[config.mk]
export PLATFORM = sky130hd
export DESIGN_NAME = sdr_core
export DESIGN_NICKNAME = d
export VERILOG_FILES = /design/src/sdr_pkg.sv /design/src/sdr_core.sv /design/src/dac_source_sel.sv /design/src/dds_channel.sv /design/src/sdr_apb_regs.sv
export SDC_FILE = /design/constraint.sdc
export NUM_CORES = 1
export LEC_CHECK = 0
export BUFFER_PORTS_ARGS = -buffer_cell sky130_fd_sc_hd__buf_4
export CAP_MARGIN = 20
export CORE_UTILIZATION = 45
export CTS_CLUSTER_SIZE = 28
export DETAILED_ROUTE_END_ITERATION = 7
export HOLD_SLACK_MARGIN = 0.02
export PLACE_DENSITY = 0.62
export SLEW_MARGIN = 20
export SYNTH_ARGS = -nofsm -noshare
export SYNTH_HDL_FRONTEND = slang
export SYNTH_SLANG_ARGS = --single-unit
[constraint.sdc]
create_clock -name clk_i -period 3.8 [get_ports clk_i]
set_input_delay 0.38 -clock clk_i [delete_from_list [all_inputs] [get_ports clk_i]]
set_output_delay 0.38 -clock clk_i [all_outputs]
set_load 0.02 [all_outputs]
[src/sdr_pkg.sv]
package sdr_pkg;

    //////////////////////////////
    // Sizes
    //////////////////////////////

    localparam int N_DDS    = 2;                        // DDS channels
    localparam int N_DAC    = 2;                        // DAC outputs
    localparam int SAMPLE_W = 8;                        // Signed sample width
    localparam int PHASE_W  = 32;                       // Accumulator and freq word
    localparam int APB_W    = 32;                       // APB addr and data

    //////////////////////////////
    // Address map
    //////////////////////////////

    // Upper half of paddr must match for any access
    localparam logic [15:0] APB_BASE = 16'h43C0;

    // Block codes on paddr[15:12]
    localparam logic [3:0] BLK_DDS0   = 4'h0;           // Channel k at BLK_DDS0+k
    localparam logic [3:0] BLK_GLOBAL = 4'h4;

    // Offsets on paddr[3:2], DDS block
    localparam logic [1:0] REG_FREQ  = 2'd0;
    localparam logic [1:0] REG_PHASE = 2'd1;            // Write loads, read is live
    localparam logic [1:0] REG_CTRL  = 2'd2;            // [0] enable, [2:1] wave

    // Offsets on paddr[3:2], global block
    localparam logic [1:0] REG_DAC_SEL = 2'd0;          // [2:0] DAC A, [6:4] DAC B
    localparam logic [1:0] REG_ID      = 2'd1;

    localparam logic [31:0] CORE_ID = 32'h5244_0001;

    //////////////////////////////
    // Encodings
    //////////////////////////////

    typedef enum logic [1:0] {
        WAVE_SAW      = 2'd0,
        WAVE_SQUARE   = 2'd1,
        WAVE_TRIANGLE = 2'd2,
        WAVE_ZERO     = 2'd3
    } wave_e;

    // Codes 5..7 unused, decode as zero
    typedef enum logic [2:0] {
        SRC_ZERO  = 3'd0,
        SRC_ADC_A = 3'd1,
        SRC_ADC_B = 3'd2,
        SRC_DDS0  = 3'd3,
        SRC_DDS1  = 3'd4
    } dac_src_e;

endpackage
[src/sdr_core.sv]
`timescale 1ns/1ps

module sdr_core import sdr_pkg::*; (
    input  logic                       clk_i,
    input  logic                       rst_i,

    // APB from the processor side
    input  logic                       psel_i,
    input  logic                       penable_i,
    input  logic                       pwrite_i,
    input  logic [APB_W-1:0]           paddr_i,
    input  logic [APB_W-1:0]           pwdata_i,
    output logic [APB_W-1:0]           prdata_o,

    // Sample streams, one per clock
    input  logic signed [SAMPLE_W-1:0] adc_a_i,
    input  logic signed [SAMPLE_W-1:0] adc_b_i,
    output logic signed [SAMPLE_W-1:0] dac_a_o,
    output logic signed [SAMPLE_W-1:0] dac_b_o
);

    logic [N_DDS-1:0][PHASE_W-1:0]  phase;              // Live, back to regs
    logic [N_DDS-1:0][PHASE_W-1:0]  freq;
    logic [N_DDS-1:0][PHASE_W-1:0]  phase_load;
    logic [N_DDS-1:0]               phase_load_en;
    logic [N_DDS-1:0]               enable;
    wave_e                          wave [N_DDS];
    logic [N_DDS-1:0][SAMPLE_W-1:0] dds_sample;
    dac_src_e                       dac_a_src;
    dac_src_e                       dac_b_src;

    //////////////////////////////
    // Register block
    //////////////////////////////

    sdr_apb_regs i_regs (
        .clk_i           (clk_i),
        .rst_i           (rst_i),
        .psel_i          (psel_i),
        .penable_i       (penable_i),
        .pwrite_i        (pwrite_i),
        .paddr_i         (paddr_i),
        .pwdata_i        (pwdata_i),
        .prdata_o        (prdata_o),
        .phase_i         (phase),
        .freq_o          (freq),
        .phase_load_o    (phase_load),
        .phase_load_en_o (phase_load_en),
        .enable_o        (enable),
        .wave_o          (wave),
        .dac_a_src_o     (dac_a_src),
        .dac_b_src_o     (dac_b_src)
    );

    //////////////////////////////
    // DDS channels
    //////////////////////////////

    for (genvar k = 0; k < N_DDS; k++) begin : g_dds
        dds_channel i_dds (
            .clk_i           (clk_i),
            .rst_i           (rst_i),
            .freq_i          (freq[k]),
            .phase_load_i    (phase_load[k]),
            .phase_load_en_i (phase_load_en[k]),
            .enable_i        (enable[k]),
            .wave_i          (wave[k]),
            .phase_o         (phase[k]),
            .sample_o        (dds_sample[k])        // Combinational from phase
        );
    end

    // Registered DAC buses
    dac_source_sel i_dac_sel (
        .clk_i        (clk_i),
        .rst_i        (rst_i),
        .adc_a_i      (adc_a_i),
        .adc_b_i      (adc_b_i),
        .dds_sample_i (dds_sample),
        .dac_a_src_i  (dac_a_src),
        .dac_b_src_i  (dac_b_src),
        .dac_a_o      (dac_a_o),
        .dac_b_o      (dac_b_o)
    );

endmodule

[src/dac_source_sel.sv]
`timescale 1ns/1ps

module dac_source_sel import sdr_pkg::*; (
    input  logic                          clk_i,
    input  logic                          rst_i,

    // Candidate samples
    input  logic signed [SAMPLE_W-1:0]    adc_a_i,
    input  logic signed [SAMPLE_W-1:0]    adc_b_i,
    input  logic [N_DDS-1:0][SAMPLE_W-1:0] dds_sample_i,

    // Source code per DAC
    input  dac_src_e                      dac_a_src_i,
    input  dac_src_e                      dac_b_src_i,

    output logic signed [SAMPLE_W-1:0]    dac_a_o,
    output logic signed [SAMPLE_W-1:0]    dac_b_o
);

    dac_src_e                   src   [N_DAC];          // Index 0 is DAC A
    logic signed [SAMPLE_W-1:0] pick  [N_DAC];
    logic signed [SAMPLE_W-1:0] dac_q [N_DAC];

    assign src[0] = dac_a_src_i;
    assign src[1] = dac_b_src_i;

    //////////////////////////////
    // Source mux
    //////////////////////////////

    always_comb begin
        for (int d = 0; d < N_DAC; d++) begin
            case (src[d])
                SRC_ADC_A: pick[d] = adc_a_i;
                SRC_ADC_B: pick[d] = adc_b_i;
                SRC_DDS0:  pick[d] = signed'(dds_sample_i[0]);
                SRC_DDS1:  pick[d] = signed'(dds_sample_i[1]);
                default:   pick[d] = '0;                // Zero and codes 5..7
            endcase
        end
    end

    //////////////////////////////
    // Output stage
    //////////////////////////////

    // One clock from selected source to DAC bus
    always_ff @(posedge clk_i) begin
        for (int d = 0; d < N_DAC; d++) begin
            if (rst_i) begin
                dac_q[d] <= '0;
            end else begin
                dac_q[d] <= pick[d];
            end
        end
    end

    assign dac_a_o = dac_q[0];
    assign dac_b_o = dac_q[1];

endmodule

[src/dds_channel.sv]
`timescale 1ns/1ps

module dds_channel import sdr_pkg::*; (
    input  logic                       clk_i,
    input  logic                       rst_i,

    input  logic [PHASE_W-1:0]         freq_i,          // Phase step per clock
    input  logic [PHASE_W-1:0]         phase_load_i,
    input  logic                       phase_load_en_i, // One-cycle load strobe
    input  logic                       enable_i,
    input  wave_e                      wave_i,

    output logic [PHASE_W-1:0]         phase_o,
    output logic signed [SAMPLE_W-1:0] sample_o
);

    logic [PHASE_W-1:0]  phase;
    logic                msb;                           // Half-cycle flag
    logic [SAMPLE_W-1:0] saw;
    logic [SAMPLE_W-1:0] square;
    logic [SAMPLE_W-1:0] tri_fold;
    logic [SAMPLE_W-1:0] tri_wave;

    //////////////////////////////
    // Phase accumulator
    //////////////////////////////

    // Load wins over accumulate
    always_ff @(posedge clk_i) begin
        if (rst_i) begin
            phase <= '0;
        end else if (phase_load_en_i) begin
            phase <= phase_load_i;
        end else if (enable_i) begin
            phase <= phase + freq_i;                    // Wraps mod 2^32
        end
    end

    assign phase_o = phase;

    //////////////////////////////
    // Wave shaper
    //////////////////////////////

    assign msb = phase[PHASE_W-1];

    // Top byte as two's complement ramp
    assign saw = phase[PHASE_W-1 -: SAMPLE_W];

    // +127 first half, -128 second half
    assign square = {msb, {(SAMPLE_W-1){~msb}}};

    // Fold the next byte down on the second half
    always_comb begin
        tri_fold = phase[PHASE_W-2 -: SAMPLE_W];        // Bits 30:23
        if (msb) begin
            tri_fold = ~tri_fold;
        end
    end

    // Offset binary to signed
    assign tri_wave = {~tri_fold[SAMPLE_W-1], tri_fold[SAMPLE_W-2:0]};

    // No register here, sample follows phase in the same cycle
    always_comb begin
        case (wave_i)
            WAVE_SAW:      sample_o = signed'(saw);
            WAVE_SQUARE:   sample_o = signed'(square);
            WAVE_TRIANGLE: sample_o = signed'(tri_wave);
            default:       sample_o = '0;               // WAVE_ZERO
        endcase
    end

endmodule

[src/sdr_apb_regs.sv]
`timescale 1ns/1ps

module sdr_apb_regs import sdr_pkg::*; (
    input  logic                          clk_i,
    input  logic                          rst_i,

    // APB slave, no wait states
    input  logic                          psel_i,
    input  logic                          penable_i,
    input  logic                          pwrite_i,
    input  logic [APB_W-1:0]              paddr_i,
    input  logic [APB_W-1:0]              pwdata_i,
    output logic [APB_W-1:0]              prdata_o,

    // DDS channel controls
    input  logic [N_DDS-1:0][PHASE_W-1:0] phase_i,
    output logic [N_DDS-1:0][PHASE_W-1:0] freq_o,
    output logic [N_DDS-1:0][PHASE_W-1:0] phase_load_o,
    output logic [N_DDS-1:0]              phase_load_en_o,
    output logic [N_DDS-1:0]              enable_o,
    output wave_e                         wave_o [N_DDS],

    // DAC source codes
    output dac_src_e                      dac_a_src_o,
    output dac_src_e                      dac_b_src_o
);

    logic             access;                           // Second APB phase
    logic             wr_en;
    logic             base_hit;
    logic [3:0]       blk;
    logic [1:0]       offs;
    logic [N_DDS-1:0] dds_hit;
    logic             glb_hit;
    logic [APB_W-1:0] rdata;

    //////////////////////////////
    // Decode
    //////////////////////////////

    assign access   = psel_i & penable_i;
    assign wr_en    = access & pwrite_i;
    assign base_hit = (paddr_i[31:16] == APB_BASE);
    assign blk      = paddr_i[15:12];
    assign offs     = paddr_i[3:2];                     // Word offset in block
    assign glb_hit  = base_hit & (blk == BLK_GLOBAL);

    always_comb begin
        for (int k = 0; k < N_DDS; k++) begin
            dds_hit[k] = base_hit & (blk == BLK_DDS0 + 4'(k));
        end
    end

    // Load strobe lives in the access cycle itself, phase takes it on that edge
    always_comb begin
        for (int k = 0; k < N_DDS; k++) begin
            phase_load_en_o[k] = wr_en & dds_hit[k] & (offs == REG_PHASE);
            phase_load_o[k]    = pwdata_i;              // Same payload for all channels
        end
    end

    //////////////////////////////
    // Write side
    //////////////////////////////

    always_ff @(posedge clk_i) begin
        if (rst_i) begin
            for (int k = 0; k < N_DDS; k++) begin
                freq_o[k]   <= '0;
                enable_o[k] <= 1'b0;
                wave_o[k]   <= WAVE_SAW;
            end
            dac_a_src_o <= SRC_ZERO;
            dac_b_src_o <= SRC_ZERO;
        end else if (wr_en) begin
            for (int k = 0; k < N_DDS; k++) begin
                if (dds_hit[k]) begin
                    case (offs)
                        REG_FREQ: freq_o[k] <= pwdata_i;
                        REG_CTRL: begin
                            enable_o[k] <= pwdata_i[0];
                            wave_o[k]   <= wave_e'(pwdata_i[2:1]);
                        end
                        default: ;                      // Phase handled by strobe
                    endcase
                end
            end
            if (glb_hit && (offs == REG_DAC_SEL)) begin
                dac_a_src_o <= dac_src_e'(pwdata_i[2:0]);
                dac_b_src_o <= dac_src_e'(pwdata_i[6:4]);
            end
        end
    end

    //////////////////////////////
    // Read-back
    //////////////////////////////

    always_comb begin
        rdata = '0;                                     // Unmapped reads as zero
        for (int k = 0; k < N_DDS; k++) begin
            if (dds_hit[k]) begin
                case (offs)
                    REG_FREQ:  rdata = freq_o[k];
                    REG_PHASE: rdata = phase_i[k];      // Live accumulator
                    REG_CTRL:  rdata = {29'd0, wave_o[k], enable_o[k]};
                    default:   rdata = '0;
                endcase
            end
        end
        if (glb_hit) begin
            case (offs)
                REG_DAC_SEL: rdata = {25'd0, dac_b_src_o, 1'b0, dac_a_src_o};
                REG_ID:      rdata = CORE_ID;
                default:     rdata = '0;
            endcase
        end
    end

    // Bus idles at zero outside the access phase
    assign prdata_o = access ? rdata : '0;

endmodule

## Word level (Yosys, flattened, before mapping)

Memory sizes are Yosys's and may differ from the RTL's.
Cells that the tools add are included.
W data, S select, Z words.

- Memories kept: 1
- Word-level logic and storage cells: 81
- Memory bits (writable): 16
- Register bits: 140
- Output and inout bits: 48
- Input bits: 85

- Reduce and logical (&&, ||, !) cells: 12
- Add/subtract/negate cells: 2
- Bitwise gates (word level): 17
- Equality and inequality tests: 17
- Multiplexer cells: 22

Memory list:

| name | words | bits a word | read ports | clocked after Yosys merged registers in | wr ports | RTL line | text |
|---|---|---|---|---|---|---|---|
| i_dac_sel.dac_q | 2 | 8 | 2 | 0 | 2 | dac_source_sel.sv:22 | `logic signed [SAMPLE_W-1:0] dac_q [N_DAC];` |

Operator list:

| operator | number |
|---|---|
| $mux W32 | 8 |
| $pmux W32 S3 | 2 |
| $add A32 B32 Y32 | 2 |
| $pmux W8 S4 | 2 |
| $pmux W31 S2 | 1 |
| $pmux W8 S3 | 2 |
| $mux W8 | 4 |
| $eq A16 B15 Y1 const B | 1 |
| $not A8 Y8 | 2 |
| $eq A3 B2 Y1 const B | 4 |
| $reduce_and A3 Y1 | 4 |
| $and A1 B1 Y1 | 9 |
| $eq A2 B1 Y1 const B | 3 |
| $eq A2 B2 Y1 const B | 3 |
| $eq A3 B1 Y1 const B | 2 |
| $eq A3 B3 Y1 const B | 2 |
| $logic_not A2 Y1 | 3 |
| $eq A4 B1 Y1 const B | 1 |
| $eq A4 B3 Y1 const B | 1 |
| $logic_not A4 Y1 | 1 |
| $not A1 Y1 | 4 |
| $reduce_bool A2 Y1 | 2 |
| $mux W1 | 3 |
| $or A1 B1 Y1 | 2 |
| 2 further kinds | 2 |

## Logic depth before layout (Yosys ltp)

- Word-level depth: 6
- Gate-level depth with buffers: 12
- Depth with buffers taken out: 12

## Modules after synthesis

From an unflattened synthesis, not the netlist that was laid out.

- Cell total of the unflattened synthesis: 1513
- Area, all modules: 12331.8 sq um

By module, submodules not included:

| module | seq. area each (sq um) | area an instance (sq um) | cells an instance | instances |
|---|---|---|---|---|
| sdr_apb_regs | 1521.5 | 4820.9 | 532 | 1 |
| dds_channel (g_dds[1].i_dds) | 640.6 | 3415.8 | 457 | 1 |
| dds_channel (g_dds[0].i_dds) | 640.6 | 3304.4 | 444 | 1 |
| dac_source_sel | 320.3 | 790.8 | 80 | 1 |

## Worst setup path before layout

Ideal clock, no wire load.

- Path kind: reg-to-reg
- From: reg i_regs.freq_o[0] (netlist name)
- To: reg g_dds[0].i_dds.phase[26]
- Buffers on the path: 0
- Period minus slack after synthesis: 3.030 ns
- Path slack: 0.770 ns
- Library setup time: 0.143 ns
- Required time: 3.657 ns
- Arrival time: 2.887 ns
- Stages on the path, launching flop included: 13
- Cell sequence: dfxtp_1 ha_1 fa_1 a211oi_2 o21a_2 o31ai_4 a2111oi_2 o31ai_4 a211oi_1 o21ai_0 xor2_1 mux2i_1 a211oi_2

- Longest elaborated chain between the ends: 3

Ends and longest elaborated chain:

| what | RTL line | text |
|---|---|---|
| start: declaration | sdr_apb_regs.sv:17 | `output logic [N_DDS-1:0][PHASE_W-1:0] freq_o,` |
| start signal: indexed assignment | sdr_apb_regs.sv:79 | `REG_FREQ: freq_o[k] <= pwdata_i;` |
| $add A32 B32 Y32 | dds_channel.sv:35 | `phase <= phase + freq_i;` |
| $mux W32 | dds_channel.sv:34 | `end else if (enable_i) begin` |
| $mux W32 | dds_channel.sv:32 | `end else if (phase_load_en_i) begin` |
| end signal: assignment | dds_channel.sv:33 | `phase <= phase_load_i;` |
| end signal: assignment | dds_channel.sv:35 |  |
| end: declaration | dds_channel.sv:17 | `logic [PHASE_W-1:0] phase;` |

No other way between the ends. The select of a mux whose other input is x is not followed.
A chain may end at the register's enable or synchronous reset.

## Worst setup path after layout

- From: reg i_regs.freq_o[32] (netlist name)
- To: reg g_dds[1].i_dds.phase[22]

- Longest elaborated chain between the ends: 3

Ends and longest elaborated chain:

| what | RTL line |
|---|---|
| $add A32 B32 Y32 | dds_channel.sv:35 |
| $mux W32 | dds_channel.sv:34 |
| $mux W32 | dds_channel.sv:32 |
| end signal: assignment | dds_channel.sv:33 |
| end signal: assignment | dds_channel.sv:35 |
| end: declaration | dds_channel.sv:17 |

No other way between the ends. The select of a mux whose other input is x is not followed.

==> out/qor.csv <==
metric,value,unit
"Hold Vio Cnt, Final",0,
CTS tree,done,
layout cell share with drive strength beyond 1,15.0,%
Worst-Margin Slew,1.00,ns
Int Power,2.58,mW
Final WS setup,0.313,ns
number of setup buffers added after CTS,0,
DR WL/cell,19.4,um
overall routing resource usage,27.7,%
hpwl dp,25800,um
"EDFF count, synth",0,
via count,11200,
Synth Cell Area,0.0115,sq mm
crit path max fanout,3,
die area,0.0261,sq mm
number of DRC markers in iteration 0,906,
CP required,4.11,ns
Yosys Warn Count,0,
Multi-input gate area,0.00791,sq mm
final setup violation count,0,
Mapped Cells,1464,
#FFs+latches synth,156,
Crit Path Category,flop to flop,
CTS Buf Count,17,
total core area,0.0251,sq mm
syn_nets,1613,
vias in the first global route,10400,
Synth top cells by count,"a21oi_1 (192), nand2_1 (190), nor2_1 (174)",
Storage cell area,0.00312,sq mm
R2R Setup Slk,0.31,ns
Clock transition at path regs,0.07,ns
Cell variety after synth,71,
RSZ-0062 raised after global routing,false,
Starting Density,45.7,%
fill cell count,2488,
CTS H-tree lvls,4,
GRT Residual Overflow,0,
Via density,5.94,
leakage,5.28,nW
Final period util,91.8,%
num rows,58,
maximum vdd drop,0.000218,V
Final Max Tran Viols,0,
cell with the most instances after synthesis,a21oi_1,
MaxCap Viol Count,0,
Critical Path AT,3.80,ns
outcome,finished clean,
Clock Path Buffers,2,
"Top FF cell, synth",dfxtp_1,
Detail Route Antenna Nets,0,
Combinational Power Share,5.5,%
Setup Slack @ Placement,0.333,ns
HP Class,input pin to flop,
Resize count post-CTS,0,
Yosys top cell area share,27.2,%
sequential fraction of the synthesis area,27.2,%
DRT Pass-1 Iters,6,
Setup TNS,0,ns
"Clk Latency, worst-skew pair",0.43,ns
switching power,0.885,mW
Tmin final,3.49,ns
gpl congestion,0.908,
initial antenna violation count,0,
first-pass GRT wire length,56900,um
routed wire length,36400,um
dominant cell type by area after synthesis,dfxtp_1,
Chip Width,162,um
CTS hold repair buffers,0,
Setup crit start kind,flop,
Power per Cell Area,263,mW/mm^2
clock skew,0.0107,ns
final-stage net count,1685,
Die Span Y,162,um
Hold WS,0.213,ns
diode count,0,
async set-reset flop share out of synthesis,0,%
Slew HR,32.9,%
DRC violations left,0,
crit path capture type,flop,
Area Overhead vs Synth,14.6,%
sequential share of power,47.2,%
number of top-level design ports,133,
clock network fraction of total power,47.3,%
top post-synthesis cells by area,"dfxtp_1 (27%), mux2i_1 (9.8%), a21oi_1 (8.4%), ha_1 (6.8%), nand2_1 (6.2%)",
I/O Buffers,122,
Num Clock Sinks,156,
syn_area_per_cell,7.84,sq um
fmax,287,MHz
largest net degree at the start of global routing,64,
Sw Ratio,25.6,%
clock root cell,clkbuf_16,
metal layers:
metal | vias to the layer above | track usage, % | part of all wire [%]
li1 | 5469 | - | -
met1 | 5221 | 37.2 | 46
met2 | 403 | 44.7 | 45
met3 | 61 | 3.91 | 6.3
met4 | 0 | 11.1 | 3.6
met5 | - | 0 | 0
cell type report:
cell class	instances	area share, %
inverters	16	0.457
multi-input cells	1202	60.1
well taps	330	3.14
clock buffers	19	3.37
flip-flops and latches	156	23.8
repair buffers	143	8.35
clock inverters	13	0.818
registers in the layout, summed over array words and instances, names as in the netlist:
register / count
i_regs.freq_o: 64
g_dds.i_dds.phase_o: 64
i_regs.enable_o: 2
i_regs.dac_a_src_o: 3
i_regs.dac_b_src_o: 3
i_regs.wave_o: 4
i_dac_sel.dac_q: 16
worst max-delay path, stage by stage (launching register included):
cell,delay (ns)
dfxtp_1,0.33
ha_1,0.23
fa_1,0.41
a21o_1,0.21
a22oi_1,0.21
a21oi_1,0.14
a41oi_1,0.51
a22oi_2,0.15
a21o_1,0.22
a21oi_1,0.28
o21ai_0,0.15
xnor2_1,0.15
a2111oi_0,0.36
power by group through the flow:
stage	clock network (mW)	registers [mW]	logic, mW
3_5_place_dp	0	1.67	0.189
4_1_cts	1.65	1.63	0.189
2_1_floorplan	0	1.67	0.0761
3_3_place_gp	0	1.67	0.189
6_report	1.64	1.63	0.190
5_1_grt	1.73	1.63	0.202
stage by stage:
| stage | instance area (sq um) | utilization, % | instances | total power, mW |
|---|---|---|---|---|
| floorplan | 11500 | - | 1464 | 1.75 |
| global placement | 12600 | 50.2 | 1847 | 1.86 |
| detailed placement | 12600 | 50.2 | 1847 | 1.86 |
| CTS | 13200 | 52.4 | 1879 | 3.48 |
| global route | 13200 | 52.4 | 1879 | 3.56 |
| finish | 13200 | 52.4 | 1879 | 3.46 |
cell families (layout without fill, tap and decap cells):
logic type / after synthesis / after routing / share of synthesized area (%)
muxes: 114 / 114 / 9.97
DFF: 156 / 156 / 27.2
and+or+nand+nor: 495 / 495 / 19.1
buffers and inverters: 106 / 191 / 3.90
AOI/OAI and AO/OA: 477 / 477 / 28.8
xor gates and xnor gates: 52 / 52 / 3.97
adders and majority gates: 64 / 64 / 7.11
placed cells by master (no fill, tap or decap), types with 9 or more instances in the layout:
master and instances:
a21oi_1 192, nand2_1 190, nor2_1 173, dfxtp_1 155, buf_4 141, mux2i_1 112
ha_1 62, a21o_1 43, o21ai_0 39, xnor2_1 36, o22a_1 35, a211oi_1 35
a211oi_2 28, nand3_1 25, a22oi_1 20, and2_1 17, clkbuf_16 17, xor2_1 16
inv_1 14, o22ai_1 14, nor3_1 13, nor2b_1 13, or3_1 10, and3_1 10
a31oi_1 9, o21bai_1 9
worst paths after layout:
path                            cells after the start                    endpoint               from
worst max-delay path                               12  g_dds[1].i_dds.phase_o[22]  i_regs.freq_o[32]
worst min-delay path                                3  g_dds[1].i_dds.phase_o[25]       pwdata_i[25]
worst max register to register                     12  g_dds[1].i_dds.phase_o[22]  i_regs.freq_o[32]
worst min register to register                      2            i_regs.freq_o[6]   i_regs.freq_o[6]
Note: power is estimated with default switching activity, not from simulation.
